<file path="config.mk">
export PLATFORM = sky130hd
export DESIGN_NAME = stage_accum
export DESIGN_NICKNAME = d
export VERILOG_FILES = /design/src/logic/haar_pkg.sv /design/src/logic/stage_accum.sv
export VERILOG_INCLUDE_DIRS = /design/src /design/src/logic
export SDC_FILE = /design/constraint.sdc
export NUM_CORES = 1
export LEC_CHECK = 0
export ABC_AREA = 1
export CAP_MARGIN = 20
export CORE_AREA = 2 2 100 102
export DETAILED_ROUTE_END_ITERATION = 8
export DIE_AREA = 0 0 102 104
export DONT_BUFFER_PORTS = 1
export PLACE_DENSITY = 0.65
export SYNTH_ARGS = -nofsm -noshare
export SYNTH_HDL_FRONTEND = slang
export SYNTH_SLANG_ARGS = --single-unit
</file>
<file path="constraint.sdc">
create_clock -name clk -period 5.4 [get_ports clk]
set_clock_uncertainty 0.1 [all_clocks]
set_input_delay 0.54 -clock clk [delete_from_list [all_inputs] [get_ports clk]]
set_output_delay 0.54 -clock clk [all_outputs]
set_load 0.05 [all_outputs]
</file>
<file path="src/logic/haar_consts.svh">
`ifndef HAAR_CONSTS_SVH
`define HAAR_CONSTS_SVH

// Window geometry
`define HAAR_WIN_W 10
`define HAAR_WIN_H 10
`define HAAR_WIN_SIZE 100

// Corner index into the window store
`define HAAR_IDX_W 7

// Database and integral word width
`define HAAR_VAL_W 16

// Signed feature and stage sums
`define HAAR_ACC_W 32

`define HAAR_DB_AW 12
`define HAAR_FEAT_WORDS 18

`endif

</file>
<file path="src/logic/haar_pkg.sv">
`default_nettype none

`include "haar_consts.svh"

package haar_pkg;

	// First word of every stage
	typedef struct packed {
		logic       last;
		logic [6:0] rsvd;
		logic [7:0] feat_count;
	} stage_hdr_t;

	// One ROM word read as a header or as a plain value
	typedef union packed {
		stage_hdr_t                    hdr;
		logic signed [`HAAR_VAL_W-1:0] val;
	} db_word_u;

	typedef enum logic [1:0] {
		SLOT_NONE,
		SLOT_HEADER,
		SLOT_STAGE_THR,
		SLOT_FEATURE
	} slot_kind_e;

	// Tag of the word now on the ROM data bus
	typedef struct packed {
		slot_kind_e kind;
		logic [4:0] field;
	} db_slot_t;

	// Corners hold integral values in A, B, C, D order per rectangle
	typedef struct packed {
		logic [11:0][`HAAR_VAL_W-1:0] corner;
		logic [2:0][`HAAR_VAL_W-1:0]  weight;
		logic signed [`HAAR_VAL_W-1:0] thr;
		logic signed [`HAAR_VAL_W-1:0] left;
		logic signed [`HAAR_VAL_W-1:0] right;
	} haar_feature_t;

endpackage

`default_nettype wire

</file>
<file path="src/logic/stage_accum.sv">
`default_nettype none

`include "haar_consts.svh"

module stage_accum
	import haar_pkg::*;
(
	input  wire                          clk,
	input  wire                          rst_n,
	input  wire db_slot_t                slot,
	input  wire db_word_u                db_data,
	input  wire                          vote_valid,
	input  wire signed [`HAAR_VAL_W-1:0] vote,
	output logic                         stage_pass
);

	logic signed [`HAAR_ACC_W-1:0] vote_sum;
	logic signed [`HAAR_VAL_W-1:0] stage_thr;

	always_ff @(posedge clk or negedge rst_n)
	begin
		if (!rst_n)
		begin
			vote_sum <= '0;
			stage_thr <= '0;
		end
		else
		begin
			// New stage starts from zero
			if (slot.kind == SLOT_HEADER)
				vote_sum <= '0;
			else if (vote_valid)
				vote_sum <= vote_sum + `HAAR_ACC_W'(vote);
			if (slot.kind == SLOT_STAGE_THR)
				stage_thr <= db_data.val;
		end
	end

	// Sampled by the sequencer on stage_end
	assign stage_pass = (vote_sum > `HAAR_ACC_W'(stage_thr));

endmodule

`default_nettype wire

</file>
==> results of run 1 <==
flip-flops by register name (all words and copies together) (netlist names):
name,cells
vote_sum,32
stage_thr,16
where the power goes:
group	leakage, nW	switching (mW)	internal [mW]
Sequential	0.581	0.140	0.481
Combinational	2.31	1.01	0.538
Clock	0.0687	0.143	0.187
metal layers:
metal / up-vias / track usage (%)
met4: 0 / 12.95
met5: - / 0
met3: 34 / 3.965
met1: 2041 / 29.09
met2: 97 / 42.67
li1: 2421 / -
Yosys cell counts (3+ instances only):
cell / instances
inv_1: 117
nor2_2: 5
nor2_4: 3
nand2_1: 271
nor3_1: 9
nand3b_1: 3
nand4_1: 7
dfrtp_1: 48
clkbuf_1: 5
a21oi_1: 65
nand2_2: 10
buf_2: 3
o21bai_1: 5
nand3_1: 47
o21ai_0: 21
ha_1: 63
nor2_1: 61
per-stage QoR:
stage	hold slack [ns]	area, um2
after floorplan	0.1444	4796
after global placement	0.1460	4938
after detailed placement	0.1459	4938
after CTS	0.2614	5114
after global routing	0.2606	5114
final	0.2653	5114
cell type report:
type	instances	area, um2
well taps	133	166.4
repair buffers	4	52.55
clock buffers	5	68.82
clock inverters	3	68.82
fillers	1001	4436
inverters	117	439.2
multi-input cells	585	3117
flip-flops and latches	48	1201
cell families after synthesis:
logic type / after synthesis / share of synthesized area [%]
and+or+nand+nor: 420 / 36.73
AOI/OAI and AO/OA: 98 / 10.75
xor gates and xnor gates: 2 / 0.3653
buffers and inverters: 126 / 10.02
muxes: 1 / 0.2348
adders and majority gates: 64 / 16.85
DFF: 48 / 25.05
how the worst min path moves through the flow:
stage / startpoint / slack [ns] / endpoint / cells after the start
CTS: db_data[0] / 0.26 / stage_thr[0]$_DFFE_PN0N_ / 1
floorplan: rst_n / 0.14 / stage_thr[0]$_DFFE_PN0N_ / 0
global route: db_data[0] / 0.26 / stage_thr[0]$_DFFE_PN0N_ / 1
finish: db_data[0] / 0.27 / stage_thr[0]$_DFFE_PN0N_ / 1
global placement: rst_n / 0.15 / vote_sum[25]$_DFFE_PN0P_ / 0
detailed placement: rst_n / 0.15 / vote_sum[25]$_DFFE_PN0P_ / 0
worst max-delay path, cell delays in order (launching register included):
cell and delay (ns):
dfrtp_1 0.37, inv_1 0.41, ha_1 0.35, a21oi_1 0.18, nor2_1 0.06, nor2_1 0.08, nand3_1 0.07, a21oi_1 0.13
nand2_1 0.08, nand2_1 0.06, nand2_1 0.04, nor2_1 0.66
timing repair:
| action | in CTS | in global routing |
|---|---|---|
| resized for setup | 0 | 0 |
| setup endpoints to repair | 0 | 0 |
| hold endpoints to repair | 48 | 0 |
| hold buffers | 2 | 0 |
==> results.sh, run 1 <==
export IMPL_rsz0062_at_grt="no"
export IMPL_reg2reg_depth=13
export IMPL_synth_top_area_share_pct=25.05
export IMPL_routed_via_density=5.132
export IMPL_setup_viol_count_final=0
export IMPL_antenna_found_initial=0
export IMPL_ys_flop_type="dfrtp_1"
export IMPL_coreArea_mm2=0.009549
export IMPL_vias=4593
export IMPL_wire_per_inst_um=13.85
export IMPL_finalNetCount=867
export IMPL_fin_tns_setup_ns=0
export IMPL_dp_slack_ns=2.277
export IMPL_max_slew_margin_pct=40.40
export IMPL_final_common_cell="nand2_1"
export IMPL_post_place_cells=885
export IMPL_criticalPathCategory="flop to output port"
export IMPL_outcome="finished, final reports clean"
export IMPL_cts_setup_buffers=0
export IMPL_reg2reg_to="vote_sum[24]$_DFFE_PN0P_"
export IMPL_dr_pass1_iters=5
export IMPL_powerDensity_mw_per_mm2=488.4
export IMPL_finalPower_mw=2.498
export IMPL_slew_viol_final=0
export IMPL_area_growth_pct=6.627
export IMPL_portBuffers=0
export IMPL_netlist_area_mm2=0.004796
export IMPL_cts_tree="yes"
export IMPL_track_usage_pct=24.79
export IMPL_synth_top_area_cell="dfrtp_1"
export IMPL_yosysWarningCount=0
export IMPL_clk_path_buf_depth=2
export IMPL_drcViolationCount=0
export IMPL_r2r_start="vote_sum[0]$_DFFE_PN0P_"
export IMPL_critical_path_endpoint="stage_pass"
export IMPL_crit_path_start_kind="flop"
export IMPL_synthArstFlopShare_pct=100.0
export IMPL_top_layer_used="met4"
export IMPL_final_cell_mix="271 x nand2_1, 117 x inv_1, 65 x a21oi_1"
export IMPL_worst_skew_pair_late_latency_ns=0.32
export IMPL_hold_viol=0
export IMPL_layout_setup_ws_ns=1.966
export IMPL_syn_nets=865
export IMPL_wl_met1_mm=5.267
export IMPL_htree_levels=2
export IMPL_cts_buffers=5
export IMPL_rows=36
export IMPL_fin_cells=895
export IMPL_grt_pass1_vias=4597
export IMPL_fin_crit_ns=3.434
export IMPL_drtAntennaViolNets=0
export IMPL_grt_ovfl_total=0
export IMPL_worstMarginPinSlew_ns=0.8918
export IMPL_regToRegSetupSlack_ns=3.15
export IMPL_leakagePower_nw=2.962
export IMPL_fmax_ghz=0.2912
export IMPL_cts_sinks=48
export IMPL_die_area_mm2=0.01061
export IMPL_synth_edf_count=0
export IMPL_grt_max_degree=49
export IMPL_path_clk_slew_ns=0.10
export IMPL_cp_required_ns=4.76
export IMPL_arrival_ns=2.79
export IMPL_first_iter_violations=259
export IMPL_wl_met3_um=561
export IMPL_fin_util_pct=53.55
export IMPL_cp_end_kind="output port"
export IMPL_grt_pass1_wl_mm=20.82
export IMPL_n_antenna_cell=0
export IMPL_fin_crit_sh_pct=63.58
export IMPL_hold_path_class="primary input to flop"
export IMPL_drive_gt1_share_pct=4.593
export IMPL_synth_cells=759
export IMPL_yosysSeqAreaShare_pct=25.05
export IMPL_start_util_pct=50.22
export IMPL_synth_area_top_cells="dfrtp_1 25%, nand2_1 21%, ha_1 16%"
export IMPL_die_w_um=102
export IMPL_cap_violations=0
export IMPL_cp_max_fo=18
export IMPL_dp_hpwl_mm=9.934
export IMPL_die_h_um=104
export IMPL_clock_root_buffer="clkbuf_8"
export IMPL_synth_seq_cells=48
export IMPL_avgSynthCellArea_um2=6.319
export IMPL_routed_wl_mm=12.40
export IMPL_place_congestion=0.9357
export IMPL_critPathLaunch="stage_thr[15]$_DFFE_PN0N_"
export IMPL_ys_types=30
export IMPL_routed_wl_met2_mm=5.864
export IMPL_max_vdd_ir_drop_uv=214.2
export IMPL_io_pins=43
(Power assumes the default switching activity.)
==> run 2: changes to the inputs <==
PLACE_DENSITY = 0.68   (was 0.65)
clock period = 2.8 ns   (was 5.4 ns; I/O delays follow)
==> results.sh, run 2 (synthesized netlist as in run 1, its figures left out) <==
export IMPL_outcome="finished, final reports clean"
export IMPL_die_w_um=102
export IMPL_largest_reg_flops=32
export IMPL_arrival_ns=2.22
export IMPL_cp_required_ns=2.42
export IMPL_fillCellCount=992
export IMPL_die_h_um=104
export IMPL_htree_levels=2
export IMPL_hold_path_class="primary input to flop"
export IMPL_top_usage_layer="met2"
export IMPL_n_antenna_cell=0
export IMPL_use_met2_pct=44.64
export IMPL_cts_sinks=48
export IMPL_p_sw_share_pct=51.76
export IMPL_hold_viol=0
export IMPL_die_area_mm2=0.01061
export IMPL_top_regs="vote_sum x32, stage_thr x16"
export IMPL_coreArea_mm2=0.009549
export IMPL_rows=36
export IMPL_area_growth_pct=7.775
export IMPL_first_iter_violations=220
export IMPL_p_comb_share_pct=62.4
export IMPL_reg2reg_to="vote_sum[24]$_DFFE_PN0P_"
export IMPL_clock_root_buffer="clkbuf_8"
export IMPL_p_sw_mw=2.542
export IMPL_dp_hpwl_mm=9.985
export IMPL_portBuffers=0
export IMPL_start_util_pct=50.22
export IMPL_leakagePower_nw=2.976
export IMPL_antenna_found_initial=0
export IMPL_grt_max_degree=49
export IMPL_cts_tree="yes"
export IMPL_seqCellArea_mm2=0.001201
export IMPL_routed_via_density=5.267
export IMPL_drtAntennaViolNets=0
export IMPL_worst_skew_pair_late_latency_ns=0.32
export IMPL_max_vdd_ir_drop_uv=410.2
export IMPL_regToRegSetupSlack_ns=0.52
export IMPL_power_internal_mw=2.369
export IMPL_drcViolationCount=0
export IMPL_worstMarginPinSlew_ns=0.9033
export IMPL_fmax_ghz=0.3840
export IMPL_multiInputGateArea_mm2=0.003129
export IMPL_criticalPathCategory="flop to output port"
export IMPL_place_congestion=0.9845
export IMPL_max_slew_margin_pct=39.63
export IMPL_grtUsageMet1_pct=31.61
export IMPL_critPathLaunch="stage_thr[15]$_DFFE_PN0N_"
export IMPL_finalNetCount=870
export IMPL_final_common_cell="nand2_1"
export IMPL_final_cell_mix="270 x nand2_1, 116 x inv_1, 65 x a21oi_1"
export IMPL_slew_viol_final=0
export IMPL_cap_violations=0
export IMPL_clk_path_buf_depth=2
export IMPL_powerDensity_mw_per_mm2=950.2
export IMPL_reg2reg_depth=13
export IMPL_grt_pass1_wl_mm=21.45
export IMPL_drive_gt1_share_pct=5.621
export IMPL_top_register="vote_sum"
export IMPL_fin_cells=898
export IMPL_cp_max_fo=14
export IMPL_grt_ovfl_total=0
export IMPL_use_met3_pct=3.159
export IMPL_fin_util_pct=54.13
export IMPL_dr_pass1_iters=5
export IMPL_hold_worst_slack_ns=0.003417
export IMPL_path_clk_slew_ns=0.11
export IMPL_fin_crit_ns=2.604
export IMPL_sequentialPowerShare_pct=24.5
export IMPL_routed_wl_mm=12.57
export IMPL_post_place_cells=886
export IMPL_fin_crit_sh_pct=93.00
export IMPL_setup_viol_count_final=0
export IMPL_vias=4730
export IMPL_cts_buffers=5
export IMPL_r2r_start="vote_sum[0]$_DFFE_PN0P_"
export IMPL_pwr_share_clk_pct=13.2
export IMPL_io_pins=43
export IMPL_crit_path_start_kind="flop"
export IMPL_min_path_cells=1
export IMPL_critical_path_endpoint="stage_pass"
export IMPL_cp_end_kind="output port"
export IMPL_grt_pass1_vias=4610
export IMPL_track_usage_pct=25.20
export IMPL_wire_per_inst_um=14.00
## run 2: layer usage
metal / routed length (um) / vias up
met5: 0 / -
met2: 6357 / 121
li1: - / 2421
met3: 640 / 23
met1: 5256 / 2165
met4: 318 / 0
## run 2: through the flow
step / TNS [ns] / power, mW / area (um2) / setup WS, ns
after detailed placement: 0 / 4.169 / 4946 / 0.3391
after global placement: 0 / 4.074 / 4946 / 0.4267
after floorplan: 0 / 3.434 / 4796 / 0.2054
after CTS: 0 / 4.872 / 5152 / 0.1697
after global routing: -0.0004357 / 5.449 / 5169 / -0.0004357
final: 0 / 4.911 / 5169 / 0.1960
## run 2: cell type report
class / instances / share of cell area (%)
Clock buffer: 5 / 1.331
Clock inverter: 3 / 1.331
Inverter: 117 / 8.569
Multi-Input combinational cell: 585 / 60.54
Sequential cell: 48 / 23.24
Tap cell: 133 / 3.220
Timing Repair Buffer: 7 / 1.767
## run 2: power by group through the flow
stage / sequential (mW) / combinational [mW] / clock, mW
final: 1.20 / 3.06 / 0.647
after detailed placement: 1.21 / 2.95 / 0
after floorplan: 1.09 / 2.35 / 0
after global routing: 1.23 / 3.54 / 0.682
after global placement: 1.21 / 2.86 / 0
after CTS: 1.20 / 3.01 / 0.657
## run 2: what timing repair did
action / CTS / global route
endpoints found under the hold margin: 48 / 0
resized for setup: 1 / 5
setup endpoints to repair: 1 / 1
pin swaps: 0 / 0
buffers inserted: 2 / 0
hold buffers: 2 / 0
## run 2: worst min-delay path by stage
| stage | from | endpoint | slack [ns] |
|---|---|---|---|
| detailed placement | rst_n | vote_sum[29]$_DFFE_PN0P_ | -0.11 |
| CTS | db_data[0] | stage_thr[0]$_DFFE_PN0N_ | 0.0001 |
| global placement | rst_n | vote_sum[29]$_DFFE_PN0P_ | -0.11 |
| floorplan | rst_n | stage_thr[0]$_DFFE_PN0N_ | -0.12 |
| finish | db_data[0] | stage_thr[0]$_DFFE_PN0N_ | 0.003 |
| global route | db_data[0] | stage_thr[0]$_DFFE_PN0N_ | 0.007 |
## run 2: worst max-delay path: stages, from the launching register on
cell,delay (ns)
dfrtp_1,0.38
clkinvlp_4,0.11
buf_12,0.15
ha_1,0.31
nand2_1,0.09
nor2_2,0.13
nand2_1,0.09
nor2_1,0.16
nand2_1,0.09
nand2_1,0.08
nor2_1,0.05
nor2_2,0.11
buf_6,0.16
==> run 3: changes to the inputs <==
ABC_AREA = not set   (was 1)
CORE_AREA = 2 2 95 97   (was 2 2 100 102)
DIE_AREA = 0 0 97 99   (was 0 0 102 104)
SETUP_SLACK_MARGIN = 0.2   (was not set)
==> results.sh, run 3 <==
export IMPL_coreArea_mm2=0.008551
export IMPL_criticalPathCategory="flop to output port"
export IMPL_ys_types=56
export IMPL_io_pins=43
export IMPL_grt_ovfl_total=0
export IMPL_cp_max_fo=4
export IMPL_drive_gt1_share_pct=23.43
export IMPL_start_util_pct=50.66
export IMPL_cp_buffers_inverters=3
export IMPL_clock_root_buffer="clkbuf_8"
export IMPL_routed_wl_mm=12.10
export IMPL_hold_path_class="primary input to flop"
export IMPL_track_usage_pct=24.82
export IMPL_r2r_start="vote_sum[7]$_DFFE_PN0P_"
export IMPL_synth_edf_count=0
export IMPL_p_sw_mw=2.487
export IMPL_cp_required_ns=2.42
export IMPL_fin_crit_ns=3.171
export IMPL_critical_path_cell_chain="clkinvlp_4 -> buf_6 -> ha_4 -> nand4_1 -> nor3_2 -> o21ai_1 -> o211ai_1 -> a221oi_2 -> and3_4 -> a311oi_4 -> buf_12"
export IMPL_cts_sinks=48
export IMPL_finalPower_mw=5.428
export IMPL_worstMarginPinSlew_ns=0.7309
export IMPL_syn_nets=618
export IMPL_synth_top_cells_by_count="63 x ha_1, 48 x dfrtp_1, 47 x nand2_1"
export IMPL_die_area_mm2=0.009603
export IMPL_arrival_ns=2.79
export IMPL_drtAntennaViolNets=0
export IMPL_slew_viol_final=0
export IMPL_grt_pass1_wl_mm=19.64
export IMPL_pwr_share_clk_pct=8.1
export IMPL_worst_path_stages=11
export IMPL_crit_path_start_kind="flop"
export IMPL_critical_path_endpoint="stage_pass"
export IMPL_cp_top_family="compound AO/OA/AOI/OAI gates"
export IMPL_yosysSeqAreaShare_pct=27.73
export IMPL_placed_area_mm2=0.004748
export IMPL_synth_cells=512
export IMPL_critPathLaunch="stage_thr[15]$_DFFE_PN0N_"
export IMPL_n_antenna_cell=0
export IMPL_rsz0062_at_grt="yes"
export IMPL_regToRegSetupSlack_ns=0.04
export IMPL_synth_top_area_share_pct=27.73
export IMPL_netlist_area_mm2=0.004332
export IMPL_postLayoutCellArea_mm2=0.005609
export IMPL_top_regs="vote_sum x32, stage_thr x16"
export IMPL_yosysWarningCount=0
export IMPL_clk_path_buf_depth=2
export IMPL_wire_per_inst_um=17.80
export IMPL_largest_reg_flops=32
export IMPL_antenna_found_initial=0
export IMPL_synth_top_area_cell="dfrtp_1"
export IMPL_drcViolationCount=0
export IMPL_dr_pass1_iters=4
export IMPL_p_sw_share_pct=45.82
export IMPL_cap_violations=0
export IMPL_die_h_um=99
export IMPL_top_register="vote_sum"
export IMPL_p_comb_share_pct=70.2
export IMPL_synth_seq_cells=48
export IMPL_cp_end_kind="output port"
export IMPL_avgSynthCellArea_um2=8.460
export IMPL_cts_tree="yes"
export IMPL_max_slew_margin_pct=51.27
export IMPL_grt_max_degree=49
export IMPL_synth_area_top_cells="dfrtp_1 28%, ha_1 18%, o21ai_0 4.6%"
export IMPL_path_clk_slew_ns=0.09
export IMPL_fmax_ghz=0.3153
export IMPL_fin_cells=680
export IMPL_slowest_stage="dfrtp_1"
export IMPL_portBuffers=0
export IMPL_die_w_um=97
export IMPL_first_iter_violations=211
export IMPL_worst_skew_pair_late_latency_ns=0.31
export IMPL_yosysMostFrequentCell="ha_1"
export IMPL_dp_hpwl_mm=8.245
export IMPL_hp_start="db_data[2]"
export IMPL_setup_viol_count_final=1
export IMPL_reg2reg_depth=9
export IMPL_fin_tns_setup_ns=-0.3712
export IMPL_hold_viol=0
export IMPL_synthArstFlopShare_pct=100.0
export IMPL_post_place_cells=636
export IMPL_vias=4137
export IMPL_slowest_delay_ns=0.39
export IMPL_place_congestion=0.9583
export IMPL_grt_pass1_vias=4183
export IMPL_leakagePower_nw=2.571
export IMPL_sequentialPowerShare_pct=21.7
export IMPL_fin_crit_sh_pct=113.3
export IMPL_cts_buffers=5
export IMPL_layout_setup_ws_ns=-0.3712
export IMPL_outcome="finished with violations"
export IMPL_final_common_cell="dfrtp_1"
export IMPL_power_internal_mw=2.941
export IMPL_fin_util_pct=65.60
export IMPL_final_cell_mix="48 x dfrtp_1, 46 x nand2_1, 45 x ha_1"
export IMPL_ys_flop_type="dfrtp_1"
export IMPL_finalNetCount=678
export IMPL_reg2reg_to="vote_sum[28]$_DFFE_PN0P_"
export IMPL_powerDensity_mw_per_mm2=967.7
export IMPL_htree_levels=2
export IMPL_violations="negative setup slack"
export IMPL_routed_via_density=6.084
export IMPL_rows=34
export IMPL_area_growth_pct=29.49
export IMPL_max_vdd_ir_drop_uv=512.9
run 3: layer usage:
layer / global-route usage (%) / part of all wire, % / vias to the layer above
met5: 0 / 0 / -
li1: - / - / 2025
met2: 45.46 / 50 / 90
met4: 7.584 / 2.7 / 0
met1: 29.72 / 43 / 1993
met3: 4.326 / 4.0 / 29
run 3: worst min path at each step:
stage                                to  slack [ns]  cells past startpoint
4_1_cts        stage_thr[2]$_DFFE_PN0N_       0.001                      2
3_3_place_gp   vote_sum[16]$_DFFE_PN0P_       -0.11                      0
3_5_place_dp   vote_sum[16]$_DFFE_PN0P_       -0.11                      0
5_1_grt        stage_thr[2]$_DFFE_PN0N_       0.003                      2
6_report       stage_thr[2]$_DFFE_PN0N_       0.004                      2
2_1_floorplan  stage_thr[0]$_DFFE_PN0N_       -0.12                      0
run 3: kinds of logic after synthesis:
kind of cell / share of synthesized area [%]
and+or+nand+nor: 18.08
AOI/OAI and AO/OA: 23.92
adders and majority gates: 18.66
DFF: 27.73
buffers and inverters: 3.639
xor gates and xnor gates: 4.246
muxes: 3.726
run 3: worst register-to-register path, cell delays in order (launching register included):
cell and delay [ns]:
dfrtp_1 0.43, ha_4 0.25, a211oi_2 0.18, nor2_1 0.09
o311a_1 0.29, a311o_1 0.34, a211o_4 0.40, a41oi_2 0.19
mux2i_1 0.09, a311o_1 0.31
run 3: final cells by class:
class	instances	area, um2
Inverter	22	86.33
Tap cell	108	135.1
Fill cell	680	2942
Clock buffer	5	68.82
Timing Repair Buffer	73	664.4
Sequential cell	48	1201
Multi-Input combinational cell	422	3441
Clock inverter	2	12.51
run 3: repair_timing:
action,in CTS,in global routing
resized for setup,50,31
cloned,0,0
setup buffers,15,7
endpoints found under the hold margin,66,0
hold buffers,15,0
setup endpoints to repair,12,18
pin swaps,34,19
run 3: power groups by stage:
stage	sequential, mW	clock, mW	combinational [mW]
finish	1.18	0.440	3.81
global route	1.20	0.473	4.18
CTS	1.16	0.447	3.48
detailed placement	1.15	0	3.05
global placement	1.14	0	2.94
floorplan	1.07	0	2.27
run 3: through the flow:
stage | worst slack, ns | hold slack, ns
after detailed placement | -0.1853 | -0.1135
after floorplan | -0.02324 | -0.1156
final | -0.3712 | 0.003767
after global routing | -0.5082 | 0.003014
after global placement | -0.1822 | -0.1136
after CTS | -0.3147 | 0.001270
